**config.mk**
```make
export PLATFORM = sky130hd
export DESIGN_NAME = reg_read_flat
export DESIGN_NICKNAME = d
export VERILOG_FILES = /design/src/verilog/rr_pkg.sv /design/src/verilog/prf_rd_if.sv /design/src/verilog/hds_buf.sv /design/src/verilog/reg_read.sv /design/src/flat_wrapper.sv
export SDC_FILE = /design/constraint.sdc
export NUM_CORES = 1
export LEC_CHECK = 0
export ABC_AREA = 1
export BUFFER_PORTS_ARGS = -buffer_cell sky130_fd_sc_hd__buf_2
export CAP_MARGIN = 25
export CORE_AREA = 2 2 210 212
export DETAILED_ROUTE_END_ITERATION = 12
export DIE_AREA = 0 0 212 214
export SETUP_SLACK_MARGIN = 0.02
export SKIP_LAST_GASP = 1
export SLEW_MARGIN = 20
export SYNTH_ARGS = -nofsm -noshare
export SYNTH_HDL_FRONTEND = slang
export SYNTH_HIERARCHICAL = 1
export SYNTH_SLANG_ARGS = --single-unit
```
**constraint.sdc**
```tcl
create_clock -name clk -period 6.59 [get_ports clk]
set_clock_uncertainty 0.15 [all_clocks]
set_input_delay 1.318 -clock clk [delete_from_list [all_inputs] [get_ports clk]]
set_output_delay 1.318 -clock clk [all_outputs]
set_load 0.005 [all_outputs]
```
**src/verilog/rr_pkg.sv**
```systemverilog
`default_nettype none

package rr_pkg;

   // Datapath widths
   localparam int DW      = 64;             // Operand and immediate
   localparam int PC_W    = 32;
   localparam int ROB_AW  = 5;              // ROB entry id

   // Physical register file geometry
   localparam int PRF_AW  = 6;
   localparam int PRF_NUM = 1 << PRF_AW;    // 64 entries

   // Micro-op control fields
   localparam int OPC_W   = 8;
   localparam int FU_W    = 5;              // One bit per functional unit

   // Operand, immediate and PRF read data
   typedef logic [DW-1:0]     data_t;

   typedef logic [PC_W-1:0]   pc_t;

   // Physical register index
   typedef logic [PRF_AW-1:0] preg_t;

   typedef logic [ROB_AW-1:0] rob_id_t;

   typedef logic [OPC_W-1:0]  opc_t;

   // One-hot unit select
   // ALU, BRU, LSU, EPU, LPU from bit 0 upward
   typedef logic [FU_W-1:0]   fu_sel_t;

endpackage

`default_nettype wire

```
**src/verilog/prf_rd_if.sv**
```systemverilog
`timescale 1ns/1ps
`default_nettype none

interface prf_rd_if
   import rr_pkg::*;
();

   // Read requests, valid for one edge each
   logic  re1;
   preg_t raddr1;
   logic  re2;
   preg_t raddr2;

   // Registered read data, held until the next enabled read
   data_t rdata1;
   data_t rdata2;

   modport stage (
      output re1, raddr1, re2, raddr2,
      input  rdata1, rdata2
   );

   modport rf (
      input  re1, raddr1, re2, raddr2,
      output rdata1, rdata2
   );

endinterface

`default_nettype wire

```
**src/verilog/hds_buf.sv**
```systemverilog
`timescale 1ns/1ps
`default_nettype none

// Single-entry valid/ready slot
// p_ce loads the data registers kept in the neighbouring modules
module hds_buf
(
   input  logic clk,
   input  logic rst_n,
   input  logic flush,
   // Producer side
   input  logic a_valid,
   output logic a_ready,
   // Consumer side
   output logic b_valid,
   input  logic b_ready,
   // Pipeline enable
   output logic p_ce
);

   logic valid_q;

   // Room when the slot is empty or being drained this cycle
   assign a_ready = ~flush & (~valid_q | b_ready);

   assign p_ce    = a_valid & a_ready;   // Accepting handshake

   assign b_valid = valid_q;

   always_ff @(posedge clk or negedge rst_n)
   begin
      if (!rst_n)
      begin
         valid_q <= 1'b0;
      end
      else if (flush)
      begin
         valid_q <= 1'b0;                 // Kill the held micro-op
      end
      else if (p_ce)
      begin
         valid_q <= 1'b1;                 // New entry, possibly replacing one taken
      end
      else if (b_ready)
      begin
         valid_q <= 1'b0;                 // Drained with nothing behind it
      end
   end

endmodule

`default_nettype wire

```
**src/verilog/reg_read.sv**
```systemverilog
`timescale 1ns/1ps
`default_nettype none

module reg_read
   import rr_pkg::*;
(
   input  logic    clk,
   input  logic    rst_n,
   input  logic    flush,
   // Issue side
   input  logic    a_valid,
   output logic    a_ready,
   input  opc_t    a_opc,
   input  fu_sel_t a_fu_sel,
   input  data_t   a_imm,
   input  pc_t     a_pc,
   input  preg_t   a_prd,
   input  logic    a_prd_we,
   input  rob_id_t a_rob_id,
   input  preg_t   a_prs1,
   input  logic    a_prs1_re,
   input  preg_t   a_prs2,
   input  logic    a_prs2_re,
   // PRF read requests
   prf_rd_if.stage rd,
   // Execute side
   output logic    ex_valid,
   input  logic    ex_ready,
   output opc_t    ex_opc,
   output fu_sel_t ex_fu_sel,
   output data_t   ex_imm,
   output pc_t     ex_pc,
   output preg_t   ex_prd,
   output logic    ex_prd_we,
   output rob_id_t ex_rob_id,
   output data_t   ex_operand1,
   output data_t   ex_operand2
);

   logic p_ce;

   // Which operands came from the PRF
   logic op1_en_q;
   logic op2_en_q;

   hds_buf u_buf (
      .clk     (clk),
      .rst_n   (rst_n),
      .flush   (flush),
      .a_valid (a_valid),
      .a_ready (a_ready),
      .b_valid (ex_valid),
      .b_ready (ex_ready),
      .p_ce    (p_ce)
   );

   // Side fields, loaded on acceptance
   always_ff @(posedge clk)
   begin
      if (p_ce)
      begin
         ex_opc    <= a_opc;
         ex_fu_sel <= a_fu_sel;
         ex_imm    <= a_imm;
         ex_pc     <= a_pc;
         ex_prd    <= a_prd;
         ex_prd_we <= a_prd_we;
         ex_rob_id <= a_rob_id;
      end
   end

   always_ff @(posedge clk or negedge rst_n)
   begin
      if (!rst_n)
      begin
         op1_en_q <= 1'b0;
         op2_en_q <= 1'b0;
      end
      else if (p_ce)
      begin
         op1_en_q <= a_prs1_re;
         op2_en_q <= a_prs2_re;
      end
   end

   // The PRF output registers act as this stage's operand registers
   assign rd.re1    = p_ce & a_prs1_re;
   assign rd.re2    = p_ce & a_prs2_re;
   assign rd.raddr1 = a_prs1;
   assign rd.raddr2 = a_prs2;

   assign ex_operand1 = op1_en_q ? rd.rdata1 : '0;   // Zero when not read
   assign ex_operand2 = op2_en_q ? rd.rdata2 : '0;

endmodule

`default_nettype wire

```
**src/flat_wrapper.sv**
```systemverilog
// flat-port wrapper written by rule: the top's interface ports become plain ports
module reg_read_flat import rr_pkg::*;
  (clk, rst_n, flush, a_valid, a_ready, a_opc, a_fu_sel, a_imm, a_pc, a_prd, a_prd_we, a_rob_id, a_prs1, a_prs1_re, a_prs2, a_prs2_re, ex_valid, ex_ready, ex_opc, ex_fu_sel, ex_imm, ex_pc, ex_prd, ex_prd_we, ex_rob_id, ex_operand1, ex_operand2, rd_re1, rd_raddr1, rd_re2, rd_raddr2, rd_rdata1, rd_rdata2);
  prf_rd_if rd_i ();
  input  logic clk;
  input  logic rst_n;
  input  logic flush;
  input  logic a_valid;
  output logic a_ready;
  input  opc_t a_opc;
  input  fu_sel_t a_fu_sel;
  input  data_t a_imm;
  input  pc_t a_pc;
  input  preg_t a_prd;
  input  logic a_prd_we;
  input  rob_id_t a_rob_id;
  input  preg_t a_prs1;
  input  logic a_prs1_re;
  input  preg_t a_prs2;
  input  logic a_prs2_re;
  output logic ex_valid;
  input  logic ex_ready;
  output opc_t ex_opc;
  output fu_sel_t ex_fu_sel;
  output data_t ex_imm;
  output pc_t ex_pc;
  output preg_t ex_prd;
  output logic ex_prd_we;
  output rob_id_t ex_rob_id;
  output data_t ex_operand1;
  output data_t ex_operand2;
  output wire logic [$bits(rd_i.re1)-1:0] rd_re1;
  output wire logic [$bits(rd_i.raddr1)-1:0] rd_raddr1;
  output wire logic [$bits(rd_i.re2)-1:0] rd_re2;
  output wire logic [$bits(rd_i.raddr2)-1:0] rd_raddr2;
  input wire logic [$bits(rd_i.rdata1)-1:0] rd_rdata1;
  input wire logic [$bits(rd_i.rdata2)-1:0] rd_rdata2;
  assign rd_re1 = rd_i.re1;
  assign rd_raddr1 = rd_i.raddr1;
  assign rd_re2 = rd_i.re2;
  assign rd_raddr2 = rd_i.raddr2;
  assign rd_i.rdata1 = rd_rdata1;
  assign rd_i.rdata2 = rd_rdata2;
  reg_read u_core (.clk(clk), .rst_n(rst_n), .flush(flush), .a_valid(a_valid), .a_ready(a_ready), .a_opc(a_opc), .a_fu_sel(a_fu_sel), .a_imm(a_imm), .a_pc(a_pc), .a_prd(a_prd), .a_prd_we(a_prd_we), .a_rob_id(a_rob_id), .a_prs1(a_prs1), .a_prs1_re(a_prs1_re), .a_prs2(a_prs2), .a_prs2_re(a_prs2_re), .rd(rd_i), .ex_valid(ex_valid), .ex_ready(ex_ready), .ex_opc(ex_opc), .ex_fu_sel(ex_fu_sel), .ex_imm(ex_imm), .ex_pc(ex_pc), .ex_prd(ex_prd), .ex_prd_we(ex_prd_we), .ex_rob_id(ex_rob_id), .ex_operand1(ex_operand1), .ex_operand2(ex_operand2));
endmodule
```
# After elaboration in Yosys (flattened, before gate mapping)
# Index checks and enable logic that the tools add are counted.
word_totals:
  reg_bits: 124
  in_bits: 268
  out_inout_bits: 265
  wordCells: 23
op_classes:
  mux: 5
  n_bitwise: 7
  reduce_logical: 1
op_table:
  columns: ["op", "n"]
  rows:
  - ["$mux 64", 2]
  - ["$and 1x1->1", 4]
  - ["$mux 1", 3]
  - ["$reduce_bool 3->1", 1]
  - ["$not 1->1", 2]
  - ["$or 1x1->1", 1]

# Longest topological paths before layout
logic_depth:
  depth_word: 6
  depth_mapped: 7
  ltp_nobuf: 7

# Hierarchy
# Netlist, hierarchy kept.
by_module_without_submodules:
  columns: ["mod", "instances", "cells_per_inst", "area_each_um2", "seq_area_each_um2"]
  rows:
  - ["reg_read", 1, 414, 4906.0, 3683.5]
  - ["hds_buf", 1, 9, 63.8, 25.0]

# Least setup slack after synthesis
# No wires, ideal clock.
synth_path:
  path_kind: "input -> output"
  startpoint: "input ex_ready"
  endpoint: "output rd_re1"
  t_arrival_ns: 4.989
  t_required_ns: 5.122
  path_slack_ns: 0.133
  path_stages: 6
  n_path_buf: 0
  cell_sequence: "inv_1 > nand2_2 > nand2_2 > nor2_2 > nand2_1 > inv_1"
synth_between:
  elab_chain_cells: 4
synth_rtl:
  columns: ["item", "line", "rtl"]
  rows:
  - ["start: declaration", "flat_wrapper.sv:22", "input logic ex_ready;"]
  - ["$or 1x1->1", "hds_buf.sv:24", "assign a_ready = ~flush & (~valid_q | b_ready);"]
  - ["$and 1x1->1", "hds_buf.sv:24", null]
  - ["$and 1x1->1", "hds_buf.sv:26", "assign p_ce = a_valid & a_ready;"]
  - ["net u_core.p_ce", "reg_read.sv:40", "logic p_ce;"]
  - ["$and 1x1->1", "reg_read.sv:87", "assign rd.re1 = p_ce & a_prs1_re;"]
  - ["end: declaration", "flat_wrapper.sv:32", "output wire logic [$bits(rd_i.re1)-1:0] rd_re1;"]
# The timed path passes the listed nets, and every way through them passes these cells.

# Worst setup path after layout
# Ends and elaborated chain as after synthesis.

==> out/metrics.cfg <==
[critical_path]
slowest_stage=nor2_4
crit_buf_inv=4
worstSetupEndpointType=output pin
path_class=in -> out
r2r_start=u_core/u_buf/b_valid
required_ps=5120
r2r_slack_ps=3710
path_max_fanout=5
worstRegToRegCells=5
cp_slowest_stage_delay_ps=200
critPathArrivalTime_ps=2050
cp-start-kind=input port
crit_family=simple AND/OR/NAND/NOR gates
r2r-end=u_core/ex_pc[8]
worstPathCellList=buf_2 -> inv_1 -> nand2_2 -> nand2_2 -> nor2_4 -> nand2_1 -> inv_1 -> buf_2

[power_and_ir_drop]
switching_share_pct=26.3
power.density_nw_per_um2=248
power.static_leakage_nw=4.96
irDropWorstVdd_uv=218
p_comb_share_pct=14.7
p_seq_share_pct=43.7
p_sw_w=0.000564
intPower_w=0.00158
power_frac_clock_pct=41.5

[synth]
async_flop_share_pct=2.42
yosys-top-cells-area=edfxtp_1 73%, inv_1 10%, nand2_1 10%, buf_6 2.3%, buf_4 2.1%
ys.flop_type=edfxtp_1
ys_warn_count=6
netlist_top_cells_count=135 x inv_1, 134 x nand2_1, 121 x edfxtp_1
seq_area_frac_synth_pct=74.6
synthesis.area_um2=4970
synth.largest_area_cell=edfxtp_1
synth_fp_nets=691
synth-edff-count=121
avgSynthCellArea_um2=11.7
yosysMostFrequentCell=inv_1
synth_top_area_share_pct=73.1
ys_ff_latch=124
syn_inst=423
yosysUniqueCellTypes=10

[floorplan]
io_pins=533
die_h_um=214
std_cell_rows=76
start_util_pct=11.6
core-area_um2=42900
die_w_um=212
die_area_um2=45400

[clocking]
cts_tree=done
clock_sinks=124
ctsResizeCount=0
clk_latency_ps=430
clockBufferDepth=2
clk_pin_slew_ps=70
cts_buffers=17
h-tree-depth=4
postCtsSetupBuffers=0
hold_buffers=0
root_buffer=clkbuf_16

[routing]
antenna_left=0
dr.pass1.iters=4
wirelength_um=24200
routed-via-count=4870
route.detailed.wl_per_inst_um=15.8
remaining_drc_errors=0
viasPerCell=3.18
drt_iter0_drc=194

[global_routing]
antenna_found_initial=14
grt_first_pass_wirelength_um=31700
grt_use_met2_pct=16.6
first_global_vias=4832
overflow=0
track_usage_pct=10.1
grt_use_met3_pct=5.70
busiest_layer=met2
use_met1_pct=9.69
grt_max_degree=66

[sta]
fin_crit_sh_pct=53.4
slew_violations=0
max_freq_mhz=284
layout_setup_ws_ps=3070
relSlewSlack_pct=34.7
tightest_slew_ps=979
final.min_clock_period_ps=3520
finalSetupTns_ps=0
grt_setup_unrepaired=no
hold_violations=0
setup_viol=0
holdWs_ps=526

[finish]
drive_gt1_share_pct=58.2
num-nets-final=1195
fill_cells=4756
area_delta_synth_final_pct=73.6

[place]
place_ws_ps=2680
io_buffers=508
hpwlAfterDp_um=21000
gp_congestion=0.943

[outcome]
status=finished, final reports clean

[min_path]
hp-class=in -> async

[flow_run]
maxCapViolations=0

==> worst max path at each step <==
stage | start | cells past startpoint | slack (ps) | endpoint
global route | ex_ready | 8 | 2940 | rd_re2
floorplan | ex_ready | 6 | 130 | rd_re1
global placement | ex_ready | 7 | 2720 | u_core/ex_imm[1]
detailed placement | ex_ready | 7 | 2680 | u_core/ex_imm[48]
CTS | ex_ready | 8 | 3000 | rd_re1
finish | ex_ready | 8 | 3070 | rd_re1
==> final cells by class <==
type / instances / area (um^2) / share of cell area [%]
Multi-Input combinational cell: 138 / 532 / 6.16
Antenna cell: 5 / 12.5 / 0.145
Clock buffer: 18 / 429 / 4.98
Timing Repair Buffer: 511 / 2560 / 29.7
Sequential cell: 124 / 3710 / 43.0
Inverter: 135 / 507 / 5.87
Clock inverter: 14 / 138 / 1.60
Tap cell: 585 / 732 / 8.49
==> through the flow <==
step	total power, W	util (%)	instance area, um^2	std cells
2_1_floorplan	0.00107	-	4970	423
3_3_place_gp	0.00127	18.8	8050	1493
3_5_place_dp	0.00128	18.8	8050	1493
4_1_cts	0.00219	20.1	8610	1525
5_1_grt	0.00225	20.1	8630	1530
6_report	0.00214	20.1	8630	1530
==> kinds of logic (layout without fill, tap and decap cells) <==
kind of cell | count (synthesis) | after routing | share of synthesized area, %
buffers and inverters | 161 | 678 | 14.8
and+or+nand+nor | 137 | 137 | 10.5
other | 0 | 5 | 0
AOI/OAI and AO/OA | 1 | 1 | 0.101
DFF | 124 | 124 | 74.6
==> metal layers <==
metal	up-vias	share of wire (%)
li1	2263	-
met1	2186	34
met2	349	47
met3	70	14
met4	2	5.0
met5	-	0.054
==> power groups by stage <==
stage                     clock, W  combinational, W  sequential (W)
after floorplan                  0          0.000130        0.000940
after global placement           0          0.000319        0.000953
after detailed placement         0          0.000324        0.000954
after CTS                 0.000923          0.000324        0.000938
after global routing      0.000952          0.000355        0.000942
final                     0.000890          0.000316        0.000937
==> cell usage in the layout (no fill, tap or decap) <==
master | synthesis | layout
a21oi_1 | 1 | 1
buf_2 | 2 | 508
buf_4 | 14 | 3
bufinv_16 | 0 | 1
clkbuf_1 | 0 | 1
clkbuf_16 | 0 | 17
clkinv_2 | 0 | 2
clkinv_4 | 0 | 4
clkinvlp_4 | 0 | 3
dfrtp_1 | 3 | 1
dfrtp_2 | 0 | 2
diode_2 | 0 | 5
edfxtp_1 | 121 | 121
inv_1 | 135 | 135
inv_6 | 0 | 2
inv_8 | 0 | 2
nand2_1 | 134 | 134
nand2_2 | 2 | 2
nor2_4 | 0 | 1
==> worst register-to-register path, cell delays in order (launching register included) <==
cell,delay (ps)
dfrtp_1,470
nand2_2,120
nand2_2,70
nor2_4,200
buf_4,700
buf_4,760
==> sequential cells by signal, indices dropped and copies added, names as in the netlist <==
signal and count:
u_core/ex_fu_sel 5, u_core/ex_imm 64, u_core/ex_opc 8, u_core/ex_pc 32, u_core/ex_prd 6, u_core/ex_prd_we 1, u_core/ex_rob_id 5, u_core/op1_en_q 1
u_core/op2_en_q 1, u_core/u_buf/b_valid 1
(Power assumes the default switching activity.)
